`config.mk`:
```
export PLATFORM = sky130hd
export DESIGN_NAME = rx_lane_rst
export DESIGN_NICKNAME = d
export VERILOG_FILES = /design/src/verilog/rx_lane_pkg.sv /design/src/verilog/rx_lane_timer.sv /design/src/verilog/rx_lane_seq.sv /design/src/verilog/rx_lane_ctrl.sv /design/src/verilog/rx_lane_rst.sv
export VERILOG_INCLUDE_DIRS = /design/src /design/src/verilog
export SDC_FILE = /design/constraint.sdc
export NUM_CORES = 1
export LEC_CHECK = 0
export BUFFER_PORTS_ARGS = -buffer_cell sky130_fd_sc_hd__buf_2
export CORE_MARGIN = 5
export CORE_UTILIZATION = 49
export DETAILED_ROUTE_END_ITERATION = 12
export HOLD_SLACK_MARGIN = 0.15
export PLACE_DENSITY = 0.76
export SYNTH_ARGS = -nofsm -noshare
export SYNTH_HDL_FRONTEND = slang
export SYNTH_HIERARCHICAL = 1
export SYNTH_SLANG_ARGS = --single-unit
```
`constraint.sdc`:
```
create_clock -name clk -period 3.35 [get_ports clk]
set_clock_uncertainty 0.05 [all_clocks]
set_input_delay 0.335 -clock clk [delete_from_list [all_inputs] [get_ports clk]]
set_output_delay 0.335 -clock clk [all_outputs]
set_load 0.03 [all_outputs]
```
`src/verilog/rx_lane_defs.svh`:
```
////////////////////////////////////////
// RX lane reset sequencer constants
// Phase lengths in clk cycles and the
// width of the shared phase timer
////////////////////////////////////////
`ifndef RX_LANE_DEFS_SVH
`define RX_LANE_DEFS_SVH

// Timed phases
`define RXL_PD_CYCLES        16  // Lane held powered down
`define RXL_PMA_CYCLES       4   // PMA reset pulse
`define RXL_CDR_CYCLES       40  // Time-out for CDR lock
`define RXL_PCS_CYCLES       8   // PCS reset pulse
`define RXL_ALIGN_CYCLES     24  // Time-out for word alignment
`define RXL_DONE_DLY_CYCLES  6   // Settling delay before done

// Phase timer width
// Must hold the largest phase length above
`define RXL_TMR_W            6

`endif

```
`src/verilog/rx_lane_pkg.sv`:
```
////////////////////////////////////////
// RX lane reset sequencer types
// State encoding shared by all blocks
////////////////////////////////////////
package rx_lane_pkg;

    // Sequencer states, in bring-up order
    typedef enum logic [3:0] {
        ST_IDLE       = 4'd0,
        ST_PD         = 4'd1,  // Lane powered down
        ST_PMA_RST    = 4'd2,
        ST_SIG_WAIT   = 4'd3,  // Waiting for signal detect
        ST_CDR_WAIT   = 4'd4,
        ST_PCS_RST    = 4'd5,
        ST_ALIGN_WAIT = 4'd6,
        ST_DONE_DLY   = 4'd7,
        ST_DONE       = 4'd8
    } rx_lane_state_e;

endpackage

```
`src/verilog/rx_lane_timer.sv`:
```
////////////////////////////////////////
// RX lane phase timer
// Counts cycles in the current state and
// flags the last cycle of a timed phase
////////////////////////////////////////
`include "rx_lane_defs.svh"

module rx_lane_timer (
    input  logic                        clk,
    input  logic                        rst_n,
    input  rx_lane_pkg::rx_lane_state_e i_state,
    output logic                        o_expired
);
    import rx_lane_pkg::*;

    // Last count value of each timed phase
    localparam logic [`RXL_TMR_W-1:0] PD_LAST    = `RXL_TMR_W'(`RXL_PD_CYCLES - 1);
    localparam logic [`RXL_TMR_W-1:0] PMA_LAST   = `RXL_TMR_W'(`RXL_PMA_CYCLES - 1);
    localparam logic [`RXL_TMR_W-1:0] CDR_LAST   = `RXL_TMR_W'(`RXL_CDR_CYCLES - 1);
    localparam logic [`RXL_TMR_W-1:0] PCS_LAST   = `RXL_TMR_W'(`RXL_PCS_CYCLES - 1);
    localparam logic [`RXL_TMR_W-1:0] ALIGN_LAST = `RXL_TMR_W'(`RXL_ALIGN_CYCLES - 1);
    localparam logic [`RXL_TMR_W-1:0] DLY_LAST   = `RXL_TMR_W'(`RXL_DONE_DLY_CYCLES - 1);

    rx_lane_state_e          prev_state;
    logic [`RXL_TMR_W-1:0]   cnt;
    logic [`RXL_TMR_W-1:0]   cnt_cur;   // Count seen this cycle
    logic [`RXL_TMR_W-1:0]   last_cnt;
    logic                    timed;

    ////////////////////////////////////////
    // Phase limit lookup
    ////////////////////////////////////////
    always_comb
    begin
        timed    = 1'b1;
        last_cnt = '0;
        case (i_state)
            ST_PD:         last_cnt = PD_LAST;
            ST_PMA_RST:    last_cnt = PMA_LAST;
            ST_CDR_WAIT:   last_cnt = CDR_LAST;
            ST_PCS_RST:    last_cnt = PCS_LAST;
            ST_ALIGN_WAIT: last_cnt = ALIGN_LAST;
            ST_DONE_DLY:   last_cnt = DLY_LAST;
            default:       timed    = 1'b0;  // Untimed, never expires
        endcase
    end

    // Zero on the first cycle of a new state
    assign cnt_cur   = (i_state != prev_state) ? '0 : cnt;
    assign o_expired = timed && (cnt_cur == last_cnt);

    always_ff @(posedge clk or negedge rst_n)
    begin
        if (!rst_n)
        begin
            prev_state <= ST_IDLE;
            cnt        <= '0;
        end
        else
        begin
            prev_state <= i_state;
            if (cnt_cur == '1)
            begin
                cnt <= cnt_cur;            // Hold in long waits
            end
            else
            begin
                cnt <= cnt_cur + 1'b1;
            end
        end
    end

endmodule

```
`src/verilog/rx_lane_seq.sv`:
```
////////////////////////////////////////
// RX lane reset sequencer FSM
// Walks power-down, PMA reset, CDR lock,
// PCS reset and alignment, then done
////////////////////////////////////////
module rx_lane_seq (
    input  logic                        clk,
    input  logic                        rst_n,
    input  logic                        i_sigdet,
    input  logic                        i_cdr_align,
    input  logic                        i_word_align,
    input  logic                        i_expired,
    output rx_lane_pkg::rx_lane_state_e o_state
);
    import rx_lane_pkg::*;

    rx_lane_state_e next_state;
    logic           link_lost;

    // Signal or lock gone after the CDR wait
    assign link_lost = !i_sigdet || !i_cdr_align;

    ////////////////////////////////////////
    // State register
    ////////////////////////////////////////
    always_ff @(posedge clk or negedge rst_n)
    begin
        if (!rst_n)
        begin
            o_state <= ST_IDLE;
        end
        else
        begin
            o_state <= next_state;
        end
    end

    ////////////////////////////////////////
    // Next state
    ////////////////////////////////////////
    always_comb
    begin
        next_state = o_state;
        case (o_state)
            ST_IDLE:
            begin
                next_state = ST_PD;
            end
            ST_PD:
            begin
                if (i_expired)
                    next_state = ST_PMA_RST;
            end
            ST_PMA_RST:
            begin
                if (i_expired)
                    next_state = ST_SIG_WAIT;
            end
            ST_SIG_WAIT:
            begin
                if (i_sigdet)
                    next_state = ST_CDR_WAIT;
            end
            ST_CDR_WAIT:
            begin
                if (!i_sigdet || i_expired)
                    next_state = ST_PMA_RST;   // Signal gone or no lock in time
                else if (i_cdr_align)
                    next_state = ST_PCS_RST;
            end
            ST_PCS_RST:
            begin
                if (link_lost)
                    next_state = ST_PMA_RST;
                else if (i_expired)
                    next_state = ST_ALIGN_WAIT;
            end
            ST_ALIGN_WAIT:
            begin
                if (link_lost)
                    next_state = ST_PMA_RST;
                else if (i_word_align)
                    next_state = ST_DONE_DLY;
                else if (i_expired)
                    next_state = ST_PMA_RST;   // Alignment time-out
            end
            ST_DONE_DLY:
            begin
                if (link_lost)
                    next_state = ST_PMA_RST;
                else if (i_expired)
                    next_state = ST_DONE;
            end
            ST_DONE:
            begin
                if (link_lost)
                    next_state = ST_PMA_RST;
            end
            default:
            begin
                next_state = ST_IDLE;
            end
        endcase
    end

endmodule

```
`src/verilog/rx_lane_ctrl.sv`:
```
////////////////////////////////////////
// RX lane reset outputs
// Registered decode of the sequencer state
////////////////////////////////////////
module rx_lane_ctrl (
    input  logic                        clk,
    input  logic                        rst_n,
    input  rx_lane_pkg::rx_lane_state_e i_state,
    output logic                        o_lane_pd,
    output logic                        o_pma_rst,
    output logic                        o_pcs_rst,
    output logic                        o_lane_done
);
    import rx_lane_pkg::*;

    logic pd_release;
    logic pma_rst_nxt;
    logic pcs_rst_nxt;

    // Any state beyond power-down releases the lane
    assign pd_release = !(i_state inside {ST_IDLE, ST_PD});

    assign pma_rst_nxt = i_state inside {ST_IDLE, ST_PD, ST_PMA_RST};

    // PCS held until alignment starts
    assign pcs_rst_nxt = i_state inside {ST_IDLE, ST_PD, ST_PMA_RST,
                                         ST_SIG_WAIT, ST_CDR_WAIT, ST_PCS_RST};

    always_ff @(posedge clk or negedge rst_n)
    begin
        if (!rst_n)
        begin
            o_lane_pd   <= 1'b1;
            o_pma_rst   <= 1'b1;
            o_pcs_rst   <= 1'b1;
            o_lane_done <= 1'b0;
        end
        else
        begin
            if (pd_release)
            begin
                o_lane_pd <= 1'b0;   // Sticky until reset
            end
            o_pma_rst   <= pma_rst_nxt;
            o_pcs_rst   <= pcs_rst_nxt;
            o_lane_done <= (i_state == ST_DONE);
        end
    end

endmodule

```
`src/verilog/rx_lane_rst.sv`:
```
////////////////////////////////////////
// RX lane reset sequencer top
// Sequencer, phase timer and outputs
////////////////////////////////////////
module rx_lane_rst (
    input  logic clk,
    input  logic rst_n,
    input  logic i_sigdet,
    input  logic i_cdr_align,
    input  logic i_word_align,
    output logic o_lane_pd,
    output logic o_pma_rst,
    output logic o_pcs_rst,
    output logic o_lane_done
);
    import rx_lane_pkg::*;

    rx_lane_state_e state;
    logic           expired;   // Current phase at its last cycle

    rx_lane_seq u_seq (
        .clk          (clk),
        .rst_n        (rst_n),
        .i_sigdet     (i_sigdet),
        .i_cdr_align  (i_cdr_align),
        .i_word_align (i_word_align),
        .i_expired    (expired),
        .o_state      (state)
    );

    rx_lane_timer u_timer (
        .clk       (clk),
        .rst_n     (rst_n),
        .i_state   (state),
        .o_expired (expired)
    );

    rx_lane_ctrl u_ctrl (
        .clk         (clk),
        .rst_n       (rst_n),
        .i_state     (state),
        .o_lane_pd   (o_lane_pd),
        .o_pma_rst   (o_pma_rst),
        .o_pcs_rst   (o_pcs_rst),
        .o_lane_done (o_lane_done)
    );

endmodule

```
==> out/results.tsv, run 1 <==
metric	value	unit
drt_first_iter_violations	53	
path_max_fanout	14	
grt_max_degree	22	
synthCells	126	
required	3.49	ns
finalHoldViolCount	0	
post-dp-hpwl	1710	um
p_clk_share	14.7	%
start_util	52.2	%
clk_transition_reported_paths	0.10	ns
ant_nets	0	
yosysMostFrequentCell	dfrtp_1	
post-route-drc-count	0	
wl	2430	um
die_w	58.8	um
die_area	3450	um^2
syn_nets	132	
grt_pass1_wl	4150	um
p_sw_share	41.3	%
power.density	707	nW/um^2
viasPerCell	6.14	
maxSlewViolCount	0	
ys_dominant_reg_cell	dfrtp_1	
stdcell_count	164	
arrival	3.10	ns
fp-row-count	17	
ioPinCount	9	
ys_seq_area_share	39.0	%
dp_cells	159	
avgSynthCellArea	9.24	um^2
rrSetupSlack	0.39	ns
grtUsageTotal	15.6	%
area_growth	9.34	%
layout.nets	143	
drive_gt1_share	19.9	%
setup_tns	0	ns
port_buffers	8	
gp_congestion	0.844	
fillers	206	
seqPwrFrac	33.6	%
finalCriticalPeriod	2.96	ns
critPathKind	flip-flop to flip-flop	
period_share	88.5	%
cts_buffer_depth	2	
yosys.area.top_type	dfrtp_1	
synth.area.top_cells	dfrtp_1 (32%), dfstp_2 (6.8%), xor2_1 (5.3%)	
p_total	0.901	mW
cts_tree	built	
pwr-share-comb	51.7	%
cellLeakagePower	0.526	nW
rsz0062_at_grt	false	
antenna_found_initial	0	
crit_path_end_kind	flip-flop	
synthDistinctLibCells	46	
slew_headroom	56.8	%
synth-edff-count	0	
setup_viol	0	
worst_pin_slew	0.643	ns
synth_common_cells	dfrtp_1 (15), a21oi_1 (11), nand2_1 (10)	
max-cap-violations	0	
critPathLaunchType	flip-flop	
root_buffer	clkbuf_4	
cts_buffers	3	
cts.sinks	18	
p_int	0.529	mW
wl_met1	1120	um
timing.hold.ws	0.316	ns
antennaDiodeCount	0	
core_region_area	2230	um^2
via_count	1007	
h-tree-depth	1	
avgRoutedWirePerCell	14.8	um
fp.dieH	58.8	um
power.switching	0.372	mW
vdd_drop_max	0.000427	V
grt_pass1_vias	939	
drt_pass1_iterations	4	
ctsResizeCount	0	
yosys_warnings	6	
post_cts_buffers	0	
synth.top_cell.area_share	32.2	%
wl_met2	1130	um
async_flop_share	100	%
status	finished, final reports clean	
syn_area	1160	um^2
top_layer	met4	
ctsHoldBuffers	1	
synth.ff_latch_count	18	
grt_overflow	0	
clk_latency	0.29	ns
hold_path_class	primary input to flip-flop	
wl_met3	121	um
max_freq	337	MHz
-- through the flow --
step | instance area, um^2 | util (%) | setup WS, ns
6_report | 1270 | 57.0 | 0.385
3_3_place_gp | 1230 | 55.0 | 0.541
3_5_place_dp | 1230 | 55.0 | 0.438
4_1_cts | 1270 | 57.0 | 0.412
2_1_floorplan | 1160 | - | 0.766
5_1_grt | 1270 | 57.0 | 0.0713
-- metal layers --
| metal | global-route usage [%] | vias to the layer above |
|---|---|---|
| li1 | - | 482 |
| met1 | 19.9 | 469 |
| met2 | 25.1 | 48 |
| met3 | 2.85 | 8 |
| met4 | 7.77 | 0 |
| met5 | 0 | - |
-- worst max-delay path, cell delays in order, from the launching register on --
cell and delay, ns:
dfrtp_1 0.40, xor2_1 0.19, nor4_4 0.63, and2_1 0.24
a32oi_1 0.11, nor4b_2 0.49, o21ai_0 0.16, a22oi_1 0.19
o32ai_1 0.12, mux2_4 0.27
-- power groups by stage --
stage / clock, mW / sequential [mW] / combinational, mW
6_report: 0.132 / 0.303 / 0.466
4_1_cts: 0.137 / 0.302 / 0.461
3_5_place_dp: 0 / 0.307 / 0.461
5_1_grt: 0.149 / 0.309 / 0.516
2_1_floorplan: 0 / 0.314 / 0.378
3_3_place_gp: 0 / 0.304 / 0.442
-- flip-flops by register name, summed over array words and instances (netlist names) --
signal,cells
u_ctrl/o_lane_pd,1
u_seq/o_state,4
u_ctrl/o_pcs_rst,1
u_timer/cnt,6
u_ctrl/o_pma_rst,1
u_ctrl/o_lane_done,1
u_timer/prev_state,4
-- layout by cell type, fill, tap and decap left out, types with 2 or more instances in the layout --
cell type	synthesis	final
nand2_1	10	10
a21oi_1	11	11
o21ai_1	2	2
nor2b_1	3	3
o21a_1	2	2
or3_1	2	2
buf_4	1	4
buf_2	1	8
nand3_1	7	7
inv_1	6	6
dfstp_2	3	3
o21ai_0	6	6
nor2_1	6	6
xor2_1	7	7
clkbuf_4	0	3
o32ai_1	2	2
and2_1	3	3
a211oi_1	3	3
nor4b_1	2	2
nor4bb_1	2	2
nor3b_1	2	2
a31oi_1	4	4
dfrtp_1	15	15
-- final timing paths --
path                                                   start                               to  cells after the start
worst max-delay path            u_seq/o_state[1]$_DFFE_PN0P_     u_seq/o_state[0]$_DFFE_PN0P_                      9
max in group asynchronous                              rst_n       u_ctrl/o_pcs_rst$_DFF_PN1_                      2
min in group asynchronous                              rst_n         u_timer/cnt[1]$_DFF_PN0_                      2
worst min register to register  u_seq/o_state[2]$_DFFE_PN0P_  u_timer/prev_state[2]$_DFF_PN0_                      0
worst max register to register  u_seq/o_state[1]$_DFFE_PN0P_     u_seq/o_state[0]$_DFFE_PN0P_                      9
worst min-delay path                             i_cdr_align     u_seq/o_state[3]$_DFFE_PN0P_                      3
-- area by class of cell --
cell class | count | area, um^2 | area share [%]
Clock buffer | 4 | 36.3 | 2.85
Sequential cell | 18 | 454 | 35.7
Tap cell | 28 | 35.0 | 2.75
Inverter | 6 | 22.5 | 1.77
Multi-Input combinational cell | 95 | 646 | 50.7
Timing Repair Buffer | 13 | 80.1 | 6.29
-- cells by family after synthesis --
| group | Yosys count | synth area share [%] |
|---|---|---|
| AND/OR/NAND/NOR | 44 | 23.2 |
| AO/OA/AOI/OAI | 40 | 22.9 |
| flip-flops | 18 | 39.0 |
| buffers and inverters | 13 | 5.58 |
| XOR/XNOR | 8 | 6.02 |
| multiplexers | 2 | 2.26 |
| adder cells (fa/ha/maj) | 1 | 1.07 |
No activity file was read; power rests on OpenSTA's default activity.
==> run 2: changes to the inputs <==
--- a/config.mk
+++ b/config.mk
@@ -7,11 +7,12 @@
 export NUM_CORES = 1
 export LEC_CHECK = 0
 export BUFFER_PORTS_ARGS = -buffer_cell sky130_fd_sc_hd__buf_2
+export CORE_ASPECT_RATIO = 0.8
 export CORE_MARGIN = 5
 export CORE_UTILIZATION = 49
 export DETAILED_ROUTE_END_ITERATION = 12
 export HOLD_SLACK_MARGIN = 0.15
-export PLACE_DENSITY = 0.76
+export PLACE_DENSITY = 0.72
 export SYNTH_ARGS = -nofsm -noshare
 export SYNTH_HDL_FRONTEND = slang
 export SYNTH_HIERARCHICAL = 1
==> run 2 against run 1 <==
Compared with the run above: clock power is 5% higher; register-to-register slack about the same; hold slack got worse by 0.017 ns; non-clock buffer count stayed put; flip-flop and latch count unchanged; first-iteration DRC count shrank 9.4%; critical path type unchanged; largest power group unchanged.
==> out/results.tsv, run 2 (synthesized netlist as in run 1, its figures left out) <==
metric	value	unit
viasPerCell	6.11	
finalCriticalPeriod	2.98	ns
gp_congestion	0.943	
die_area	3460	um^2
wl	2510	um
arrival	3.13	ns
ctsHoldBuffers	1	
period_share	88.9	%
multi_input_area	646	um^2
place_ws	0.408	ns
fillers	224	
cts_buffer_depth	2	
fp.dieH	53.6	um
ioPinCount	9	
reg2reg_from	u_seq/o_state[1]$_DFFE_PN0P_	
largest_register_ffs	6	
regMostFlops	u_timer/cnt	
status	finished, final reports clean	
path_max_fanout	14	
clk_transition_reported_paths	0.11	ns
post_cts_buffers	0	
area_growth	9.02	%
post-dp-hpwl	1740	um
setup_tns	0	ns
max-cap-violations	0	
critical_path.top_delay_family	simple AND/OR/NAND/NOR gates	
cts.sinks	18	
setup_viol	0	
antenna_found_initial	0	
root_buffer	clkbuf_4	
fp-row-count	15	
drive_gt1_share	19.9	%
min_from	i_cdr_align	
ant_nets	0	
layout_commonest_cell	dfrtp_1	
worst_pin_slew	0.632	ns
dp_cells	156	
min_path_cells	3	
h-tree-depth	1	
grt_pass1_wl	4460	um
register_area	454	um^2
rr_endpoint	u_seq/o_state[0]$_DFFE_PN0P_	
startpoint	u_seq/o_state[1]$_DFFE_PN0P_	
cts_buffers	3	
critPathLaunchType	flip-flop	
stdcell_count	161	
layout.nets	143	
core_region_area	2210	um^2
antennaDiodeCount	0	
critPathKind	flip-flop to flip-flop	
avgRoutedWirePerCell	15.6	um
critical_path.max_stage_delay	0.62	ns
rrSetupSlack	0.37	ns
layout_common_cells	dfrtp_1 (15), a21oi_1 (11), nand2_1 (10), buf_2 (8)	
worstHoldEndpoint	u_seq/o_state[3]$_DFFE_PN0P_	
crit_chain	xor2_1, nor4_4, and2_1, a32oi_1, nor4b_2, o21ai_0, a22oi_1, o32ai_1, mux2_4	
cts_tree	built	
grtUsageTotal	17.1	%
reg.largest.list	u_timer/cnt: 6 flops, u_seq/o_state: 4 flops, u_timer/prev_state: 4 flops	
grt_pass1_vias	955	
finalHoldViolCount	0	
post-route-drc-count	0	
clk_latency	0.30	ns
place_area	1220	um^2
worst_slack	0.372	ns
die_w	64.5	um
drt_pass1_iterations	4	
cellLeakagePower	0.526	nW
max_freq	336	MHz
via_count	984	
slew_headroom	57.6	%
rsz0062_at_grt	false	
hold_path_class	primary input to flip-flop	
crit_path_end_kind	flip-flop	
p_total	0.913	mW
maxSlewViolCount	0	
vdd_drop_max	0.000239	V
port_buffers	8	
slowest_stage	nor4_4	
drt_first_iter_violations	48	
start_util	52.6	%
power.density	719	nW/um^2
grt_max_degree	23	
reg2reg_depth	9	
cp_num_buf_inv	0	
required	3.50	ns
grt_overflow	0	
ctsResizeCount	0	
final_area	1270	um^2
==> run 2: cell counts in the layout (fill, tap and decap cells not counted) <==
No cell type changed its count.
==> run 2: metrics by stage <==
step	util (%)	hold WS (ns)
2_1_floorplan	-	-0.0106
3_5_place_dp	55.3	0.232
6_report	57.3	0.299
3_3_place_gp	55.3	0.227
5_1_grt	57.3	0.327
4_1_cts	57.3	0.291
==> run 2: power by group <==
group	total, mW	switching [mW]	leakage (nW)	internal (mW)
combinational	0.473	0.273	0.280	0.200
clock	0.139	0.0729	0.0210	0.0663
sequential	0.301	0.0380	0.225	0.263
total	0.913	0.384	0.526	0.529
==> run 2: layout make-up <==
| cell class | instances | area share, % |
|---|---|---|
| multi-input combinational | 95 | 50.8 |
| timing repair buffer | 13 | 6.31 |
| clock buffer | 4 | 2.86 |
| tap | 25 | 2.46 |
| sequential | 18 | 35.8 |
| inverter | 6 | 1.77 |
==> run 2: worst max-delay path by stage <==
stage	endpoint	slack [ns]	cells past startpoint
2_1_floorplan	u_seq/o_state[0]$_DFFE_PN0P_	0.77	9
3_3_place_gp	u_seq/o_state[0]$_DFFE_PN0P_	0.52	9
3_5_place_dp	u_seq/o_state[0]$_DFFE_PN0P_	0.41	9
4_1_cts	u_seq/o_state[0]$_DFFE_PN0P_	0.39	9
5_1_grt	u_seq/o_state[0]$_DFFE_PN0P_	0.08	9
6_report	u_seq/o_state[0]$_DFFE_PN0P_	0.37	9
==> run 2: tightest hold or removal path: cells and delay by family <==
family,cells,cell delay [ns]
buffers and inverters,1,0.14
and+or+nand+nor,1,0.09
AOI/OAI and AO/OA,1,0.06
==> run 2: layer usage <==
| metal | vias to the layer above | track usage [%] | part of all wire [%] |
|---|---|---|---|
| met1 | 465 | 22.6 | 48 |
| met2 | 34 | 27.7 | 46 |
| met3 | 2 | 4.38 | 6.2 |
| met5 | - | 0 | 0 |
| li1 | 483 | - | - |
| met4 | 0 | 5.26 | 0.52 |
